<file path="src/uart_pkg.sv">
`default_nettype none

//----------------------------------------------------------------------------
// Serial line constants shared by the receiver and the transmitter
//----------------------------------------------------------------------------
package uart_pkg;

  // Board clock, 12 MHz oscillator
  localparam int CLK_HZ = 12_000_000;

  // Line rate
  localparam int BAUD = 115_200;

  // Clocks per bit, truncated (about 0.2% fast, well inside the UART margin)
  localparam int BIT_TICKS = CLK_HZ / BAUD;

  // From the start edge to the middle of the start bit
  localparam int HALF_TICKS = BIT_TICKS / 2;

  // Bit-time counters must reach BIT_TICKS - 1
  localparam int TICK_W = $clog2(BIT_TICKS);

  // 8N1 framing only
  localparam int DATA_BITS = 8;

endpackage : uart_pkg

`default_nettype wire

</file>
<file path="src/echo_pkg.sv">
`default_nettype none

//----------------------------------------------------------------------------
// Data-path types and buffer sizing for the echo blocks
//----------------------------------------------------------------------------
package echo_pkg;

  // One character on the line
  typedef logic [7:0] byte_t;

  // What the receiver hands over on each rs strobe
  typedef struct packed {
    byte_t data;       // Received character
    logic  frame_err;  // Stop bit was sampled low
  } rx_beat_t;

  // Echo buffer entries
  localparam int FIFO_DEPTH = 4;

  // Pointer width, pointers wrap naturally at FIFO_DEPTH
  localparam int FIFO_AW = $clog2(FIFO_DEPTH);

endpackage : echo_pkg

`default_nettype wire

</file>
<file path="src/uart_rx.sv">
`timescale 1ns/100ps
`default_nettype none

//----------------------------------------------------------------------------
// UART receiver, 8N1
//----------------------------------------------------------------------------
module uart_rx import uart_pkg::*, echo_pkg::*; (
  input  logic     clk,    // System clock
  input  logic     rst_n,  // Async reset, active low
  input  logic     rx,     // Serial line, idles high
  output rx_beat_t beat,   // Byte plus framing flag, valid with rs
  output logic     rs      // One-cycle strobe at mid stop bit
);

  typedef enum logic [1:0] {
    IDLE,   // Waiting for a falling edge
    START,  // Counting to the middle of the start bit
    DATA,   // Shifting in the data bits
    STOP    // Waiting for the middle of the stop bit
  } state_t;

  state_t            state;
  logic              rx_s1;     // First synchronizer stage
  logic              rx_s2;     // Second stage, previous value of rx_s1
  logic [TICK_W-1:0] tick;      // Clocks into the current bit
  logic [2:0]        bit_idx;   // Data bit being received
  byte_t             shreg;     // Data bits, LSB arrives first
  logic              fall;
  logic              half_end;
  logic              bit_end;

  assign fall     = rx_s2 & ~rx_s1;                        // Start edge seen
  assign half_end = (tick == TICK_W'(HALF_TICKS - 1));
  assign bit_end  = (tick == TICK_W'(BIT_TICKS - 1));

  //--------------------------------------------------------------------------
  // Control FSM
  //--------------------------------------------------------------------------
  always_ff @(posedge clk or negedge rst_n) begin
    if (!rst_n) begin
      rx_s1   <= 1'b1;
      rx_s2   <= 1'b1;
      state   <= IDLE;
      tick    <= '0;
      bit_idx <= '0;
      rs      <= 1'b0;
    end else begin
      rx_s1 <= rx;
      rx_s2 <= rx_s1;
      rs    <= 1'b0;                                       // Strobe by default off
      tick  <= tick + 1'b1;

      case (state)
        IDLE: begin
          // Edge is seen two clocks late, so the count starts at 2 to keep
          // every sample point at the true middle of its bit
          tick <= TICK_W'(2);
          if (fall) state <= START;
        end

        START: begin
          if (half_end) begin
            tick    <= '0;
            bit_idx <= '0;
            state   <= rx_s1 ? IDLE : DATA;                // Glitch, back to idle
          end
        end

        DATA: begin
          if (bit_end) begin
            tick    <= '0;
            bit_idx <= bit_idx + 1'b1;
            if (bit_idx == 3'(DATA_BITS - 1)) state <= STOP;
          end
        end

        STOP: begin
          if (bit_end) begin
            state <= IDLE;
            rs    <= 1'b1;                                 // Beat is updated alongside
          end
        end

        default: state <= IDLE;
      endcase
    end
  end

  //--------------------------------------------------------------------------
  // Data path
  //--------------------------------------------------------------------------
  always_ff @(posedge clk) begin
    if (state == DATA && bit_end)
      shreg <= {rx_s1, shreg[7:1]};                        // Shift right, LSB first
    if (state == STOP && bit_end) begin
      beat.data      <= shreg;
      beat.frame_err <= ~rx_s1;                            // Stop bit must be high
    end
  end

  // Frames are at least ten bits long, so strobes never touch
  a_rs_single : assert property (@(posedge clk) disable iff (!rst_n) rs |=> !rs)
    else $error("uart_rx: rs high in two consecutive cycles");

endmodule : uart_rx

`default_nettype wire

</file>
<file path="src/byte_fifo.sv">
`timescale 1ns/100ps
`default_nettype none

//----------------------------------------------------------------------------
// Echo buffer between receiver and transmitter
//----------------------------------------------------------------------------
module byte_fifo import echo_pkg::*; (
  input  logic     clk,
  input  logic     rst_n,
  input  rx_beat_t beat,      // From the receiver
  input  logic     rs,        // Beat valid
  input  logic     busy,      // Transmitter is sending
  output byte_t    data,      // Byte for the transmitter
  output logic     ws,        // Write strobe to the transmitter
  output byte_t    last,      // Last good byte received
  output logic     overflow   // Sticky, good byte lost to a full buffer
);

  byte_t              mem [FIFO_DEPTH];
  logic [FIFO_AW-1:0] wr_ptr;
  logic [FIFO_AW-1:0] rd_ptr;
  logic [FIFO_AW:0]   count;     // One bit wider, holds FIFO_DEPTH
  logic               good;
  logic               full;
  logic               empty;
  logic               push;
  logic               pop;

  assign good  = rs & ~beat.frame_err;                     // Bad frames never enter
  assign full  = (count == (FIFO_AW + 1)'(FIFO_DEPTH));
  assign empty = (count == '0);
  assign push  = good & ~full;
  // ws blocks a second pop while busy has not risen yet
  assign pop   = ~empty & ~busy & ~ws;

  // Pointers, count and flags
  always_ff @(posedge clk or negedge rst_n) begin
    if (!rst_n) begin
      wr_ptr   <= '0;
      rd_ptr   <= '0;
      count    <= '0;
      ws       <= 1'b0;
      last     <= '0;
      overflow <= 1'b0;
    end else begin
      ws <= pop;
      if (push) wr_ptr <= wr_ptr + 1'b1;
      if (pop)  rd_ptr <= rd_ptr + 1'b1;
      if (good) last <= beat.data;
      if (good && full) overflow <= 1'b1;                  // Stays set until reset

      case ({push, pop})
        2'b10:   count <= count + 1'b1;
        2'b01:   count <= count - 1'b1;
        default: count <= count;                           // Both or neither
      endcase
    end
  end

  // Storage and read register
  always_ff @(posedge clk) begin
    if (push) mem[wr_ptr] <= beat.data;
    if (pop)  data <= mem[rd_ptr];                         // Valid with ws
  end

  a_count_max : assert property (@(posedge clk) disable iff (!rst_n)
    count <= (FIFO_AW + 1)'(FIFO_DEPTH))
    else $error("byte_fifo: count above FIFO_DEPTH");

  // Transmitter handshake, busy comes back one clock after ws
  a_ws_idle : assert property (@(posedge clk) disable iff (!rst_n) $rose(ws) |-> !busy)
    else $error("byte_fifo: ws raised while transmitter busy");

endmodule : byte_fifo

`default_nettype wire

</file>
<file path="src/uart_tx.sv">
`timescale 1ns/100ps
`default_nettype none

//----------------------------------------------------------------------------
// UART transmitter, 8N1
//----------------------------------------------------------------------------
module uart_tx import uart_pkg::*, echo_pkg::*; (
  input  logic  clk,
  input  logic  rst_n,
  input  byte_t data,   // Character to send, sampled on ws
  input  logic  ws,     // Write strobe, one cycle
  output logic  tx,     // Serial line
  output logic  busy    // High for the whole frame
);

  logic [DATA_BITS+1:0] shreg;     // Stop, data, start; bit 0 is on the line
  logic [TICK_W-1:0]    tick;      // Clocks into the current bit
  logic [3:0]           bit_idx;   // Bit of the frame being sent
  logic                 bit_end;

  assign bit_end = (tick == TICK_W'(BIT_TICKS - 1));

  // Line comes straight from a flop, no glitches on tx
  assign tx = shreg[0];

  //--------------------------------------------------------------------------
  // Frame sequencer
  //--------------------------------------------------------------------------
  always_ff @(posedge clk or negedge rst_n) begin
    if (!rst_n) begin
      shreg   <= '1;                                       // Line idles high
      tick    <= '0;
      bit_idx <= '0;
      busy    <= 1'b0;
    end else if (ws) begin
      shreg   <= {1'b1, data, 1'b0};                       // Start bit goes out now
      tick    <= '0;
      bit_idx <= '0;
      busy    <= 1'b1;
    end else if (busy) begin
      tick <= tick + 1'b1;
      if (bit_end) begin
        tick    <= '0;
        shreg   <= {1'b1, shreg[DATA_BITS+1:1]};           // Ones fill behind
        bit_idx <= bit_idx + 1'b1;
        // Last bit was the stop bit
        if (bit_idx == 4'(DATA_BITS + 1)) busy <= 1'b0;
      end
    end
  end

  // No ws check here, the FIFO waits for busy to drop
  a_ws_not_busy : assert property (@(posedge clk) disable iff (!rst_n) ws |-> !busy)
    else $error("uart_tx: ws while busy");

endmodule : uart_tx

`default_nettype wire

</file>
<file path="src/echo.sv">
`timescale 1ns/100ps
`default_nettype none

//----------------------------------------------------------------------------
// Serial echo: receiver, buffer, transmitter
//----------------------------------------------------------------------------
module echo import echo_pkg::*; (
  input  logic       clk,       // 12 MHz board clock
  input  logic       rst_n,     // External reset, active low
  input  logic       rx,        // Serial in, from the host
  output logic       tx,        // Serial out, back to the host
  output logic [3:0] leds,      // Low nibble of the last good byte
  output logic       act,       // Line activity, for a LED
  output logic       overflow   // A good byte was dropped
);

  rx_beat_t beat;   // Receiver to buffer
  logic     rs;
  byte_t    data;   // Buffer to transmitter
  logic     ws;
  logic     busy;
  byte_t    last;

  uart_rx rx0 (
    .clk   (clk),
    .rst_n (rst_n),
    .rx    (rx),
    .beat  (beat),
    .rs    (rs)
  );

  byte_fifo fifo0 (
    .clk      (clk),
    .rst_n    (rst_n),
    .beat     (beat),
    .rs       (rs),
    .busy     (busy),
    .data     (data),
    .ws       (ws),
    .last     (last),
    .overflow (overflow)
  );

  uart_tx tx0 (
    .clk   (clk),
    .rst_n (rst_n),
    .data  (data),
    .ws    (ws),
    .tx    (tx),
    .busy  (busy)
  );

  assign leds = last[3:0];
  assign act  = rx;   // Raw level, blinks with traffic

endmodule : echo

`default_nettype wire

</file>
<file path="config.mk">
export PLATFORM = sky130hd
export DESIGN_NAME = echo
export DESIGN_NICKNAME = d
export VERILOG_FILES = /design/src/uart_pkg.sv /design/src/echo_pkg.sv /design/src/uart_rx.sv /design/src/byte_fifo.sv /design/src/uart_tx.sv /design/src/echo.sv
export SDC_FILE = /design/constraint.sdc
export NUM_CORES = 1
export LEC_CHECK = 0
export BUFFER_PORTS_ARGS = -buffer_cell sky130_fd_sc_hd__buf_2
export CAP_MARGIN = 20
export CORE_ASPECT_RATIO = 1.25
export CORE_UTILIZATION = 61
export CTS_BUF_LIST = sky130_fd_sc_hd__clkbuf_4
export CTS_CLUSTER_SIZE = 10
export DETAILED_ROUTE_END_ITERATION = 8
export PLACE_DENSITY_LB_ADDON = 0.2
export SLEW_MARGIN = 20
export SYNTH_ARGS = -nofsm -noshare
export SYNTH_HDL_FRONTEND = slang
export SYNTH_SLANG_ARGS = --single-unit
</file>
<file path="constraint.sdc">
create_clock -name clk -period 2.95 [get_ports clk]
set_clock_uncertainty 0.05 [all_clocks]
set_input_delay 0.59 -clock clk [delete_from_list [all_inputs] [get_ports clk]]
set_output_delay 0.59 -clock clk [all_outputs]
set_load 0.05 [all_outputs]
</file>
==> summary.md <==
| Metric | Value |
|---|---|
| Top Ports | 10 |
| Largest net degree at the start of global routing | 34 |
| Clk_lat worst skew | approximately 0.45 ns |
| Comb pwr share | 0.115 |
| Reg2Reg Depth | 9 |
| DR vias/cell | roughly 5.5 |
| Root buffer cell | clkbuf_4 |
| Cell area after synthesis | 0.00439 mm^2 |
| Post-CTS resize count | 0 |
| Slowest Stage Delay on Critical Path | roughly 0.46 ns |
| Worst Setup SP | fifo0.count[2] |
| Global-route wire length before repair | ~11 mm |
| Layout cells sized above 1 | 0.191 |
| Final WL | 6.56 mm |
| Setup CP Type | register to register |
| Antenna Cells | 0 |
| Dpl cells | slightly below 400 |
| Tot GR Track Use | 0.202 |
| CTS tree | yes |
| Unrepaired setup endpoints after global routing | false |
| Vias in the first global route | around 2,300 |
| DR iter-0 viols | just under 90 |
| Psw | 0.692 mW |
| Switching part of the total power | 0.267 |
| Fin. Hold Viols | 0 |
| Avg WL per Cell | roughly 16 um |
| Number of hold buffers added after CTS | 1 |
| Worst-Margin Slew | between 0.5 and 0.6 ns |
| Num CTS Buffers | 9 |
| Critical Path RT | 3.27 ns |
| DRC | 0 |
| Synth top area share | 0.390 |
| Setup Total Neg Slack | 0 ns |
| Cell accounting for the most synthesized area | edfxtp_1 |
| Yosys reg bits | around 110 |
| Post-route setup slack | around 0.8 ns |
| Synth cell count leaders | 57 x edfxtp_1, 38 x dfrtp_1, 21 x nor2_1 |
| Maximum clock rate | between 0.4 and 0.5 GHz |
| Min-Delay Endpoint | rx0.rx_s1 |
| Grt total ovfl | 0 |
| Crit path DAT | around 2.5 ns |
| Final ANT Viol Nets | 0 |
| Syn-to-layout area delta | 6.22% |
| DR vias | roughly 2,200 |
| Cell area after layout | roughly 0.0047 mm^2 |
| Mapped Nets | ~320 |
| Hold slack | around 0.19 ns |
| Library cells used by synthesis | between 40 and 50 |
| Clock buffer depth | 2 |
| GPL Wtd Cong | just under 0.8 |
| Synth top area cells | edfxtp_1 39%, dfrtp_1 22%, dfstp_2 6.6%, ha_1 4.6%, mux4_2 4.1% |
| # rows | 34 |
| HP Start | rx |
| CTS Sinks | 106 |
| Post-DP Area | approximately 0.0045 mm^2 |
| Place WS | ~0.8 ns |
| Total of max-cap violations | 0 |
| Initial core utilization | 0.629 |
| Slowest CP cell | dfrtp_1 |
| Worst R2R Start | fifo0.count[2] |
| Ys async rst share | 0.462 |
| Non-Filler Instances | just over 400 |
| Clock power share | 0.253 |
| Dpl hpwl | ~4.5 mm |
| Crit. End Element | register |
| Syn_area_per_cell | ~15 um^2 |
| Tmin final | 2.16 ns |
| CP startpoint kind | register |
| Hold Path Class | primary input to register |
| Largest vdd supply drop | around 410 uV |
| # setup viols final | 0 |
| Worst path cell trace | nor3_1, nor3_1, buf_4, ha_1, inv_1, fa_1, xor2_1, nor2_1, xor2_1 |
| Max-slew violations | 0 |
| NumNets Final | between 300 and 400 |
| Die area | around 0.0075 mm^2 |
| Leakage | approximately 1.9 nW |
| Dominant synthesized flop cell | edfxtp_1 |
| Crit Path Max Fanout | 12 |
| Die width | roughly 78 um |
| Worst r2r dst | fifo0.count[2] |
| Initial DRT Pass Iterations | 4 |
| Initial antenna violation count | 0 |
| Most frequent cell after synthesis | edfxtp_1 |
| Post-synth EDFFs | 57 |
| Cell count after synthesis | ~300 |
| Yosys warns | 0 |
| Int Power | about 1.9 mW |
| H-tree depth | 3 |
| Register-to-register path setup slack | 0.79 ns |
| Period utilisation layout | 0.733 |
| Vert. Die Dim | just under 100 um |
| Status | complete, no violations |
| Seq/Total Area, Yosys | 0.673 |
| Sequential Power Share | 0.632 |
| Core Box Area | between 0.006 and 0.007 mm^2 |
| CTS clock-pin slew for the worst setup and hold paths | roughly 0.16 ns |
| Slew headroom | 0.603 |
| Port buffer count | 9 |
| Setup Fix Bufs, Post-CTS | 0 |
| P per Cell Area | ~560 mW/mm^2 |
| Worst hold path cell count | 1 |
## cells by family after synthesis
| family | count (synthesis) | share of synthesized area |
|---|---|---|
| compound gates | 32 | 0.0488 |
| simple gates | 78 | 0.0927 |
| mux | 23 | 0.0776 |
| flops | 106 | 0.673 |
| buf+inv | 27 | 0.0257 |
| xor+xnor | 16 | 0.0320 |
| fa+ha+maj | 17 | 0.0502 |
## stage by stage
| step | util | power, mW |
|---|---|---|
| floorplan | - | 1.91 |
| global placement | 0.649 | 1.96 |
| detailed placement | 0.649 | 1.97 |
| CTS | 0.668 | 2.62 |
| global route | 0.668 | 2.72 |
| finish | 0.668 | 2.59 |
## routing by layer
metal	vias up	wire length (um)	global-route usage
met5	-	0	0
met1	1116	2840	0.253
met3	6	185	0.0491
met4	0	78	0.0813
met2	28	3450	0.336
li1	1091	-	-
## power groups by stage
| stage | clock network [mW] | registers (mW) | logic (mW) |
|---|---|---|---|
| 6_report | 0.656 | 1.64 | 0.297 |
| 3_3_place_gp | 0 | 1.67 | 0.298 |
| 4_1_cts | 0.676 | 1.64 | 0.303 |
| 3_5_place_dp | 0 | 1.67 | 0.300 |
| 2_1_floorplan | 0 | 1.66 | 0.248 |
| 5_1_grt | 0.731 | 1.65 | 0.344 |
## sequential cells by signal, summed over array words and instances (netlist names), 7 cells and up, named ones only
name / flops
tx0.tick: 7
fifo0.data: 8
rx0.tick: 7
fifo0.mem: 32
rx0.beat: 9
rx0.shreg: 8
tx0.shreg: 9
## layout by cell type, fill, tap and decap left out, drive strengths merged, types with 10 or more instances in the layout
master and instances:
dfstp 11, o21ai 15, ha 16, buf 14, dfrtp 38, nor2 21
inv 19, mux2i 10, edfxtp 57, nand2 20
## final cells by class
type / instances / area (um^2)
fill: 503 / 2320
timing repair buffer: 15 / 92.6
clock inverter: 7 / 52.6
inverter: 16 / 60.1
sequential: 106 / 2950
tap: 90 / 113
multi-input combinational: 166 / 1320
clock buffer: 9 / 67.6
## worst max path at each step
stage,end,slack (ns),cells after the start
3_5_place_dp,fifo0.count[2],0.78,9
5_1_grt,fifo0.count[2],0.63,9
3_3_place_gp,fifo0.count[2],0.93,9
2_1_floorplan,fifo0.count[2],0.34,7
4_1_cts,fifo0.count[2],0.75,9
6_report,fifo0.count[2],0.79,9
## worst max-delay path: cells and delay by family, from the launching register on
kind / cells / cell delay, ns
adder cells (fa/ha/maj): 2 / 0.63
flip-flops: 1 / 0.46
AND/OR/NAND/NOR: 3 / 0.33
XOR/XNOR: 2 / 0.33
buffers and inverters: 2 / 0.30
(Power assumes the default switching activity.)
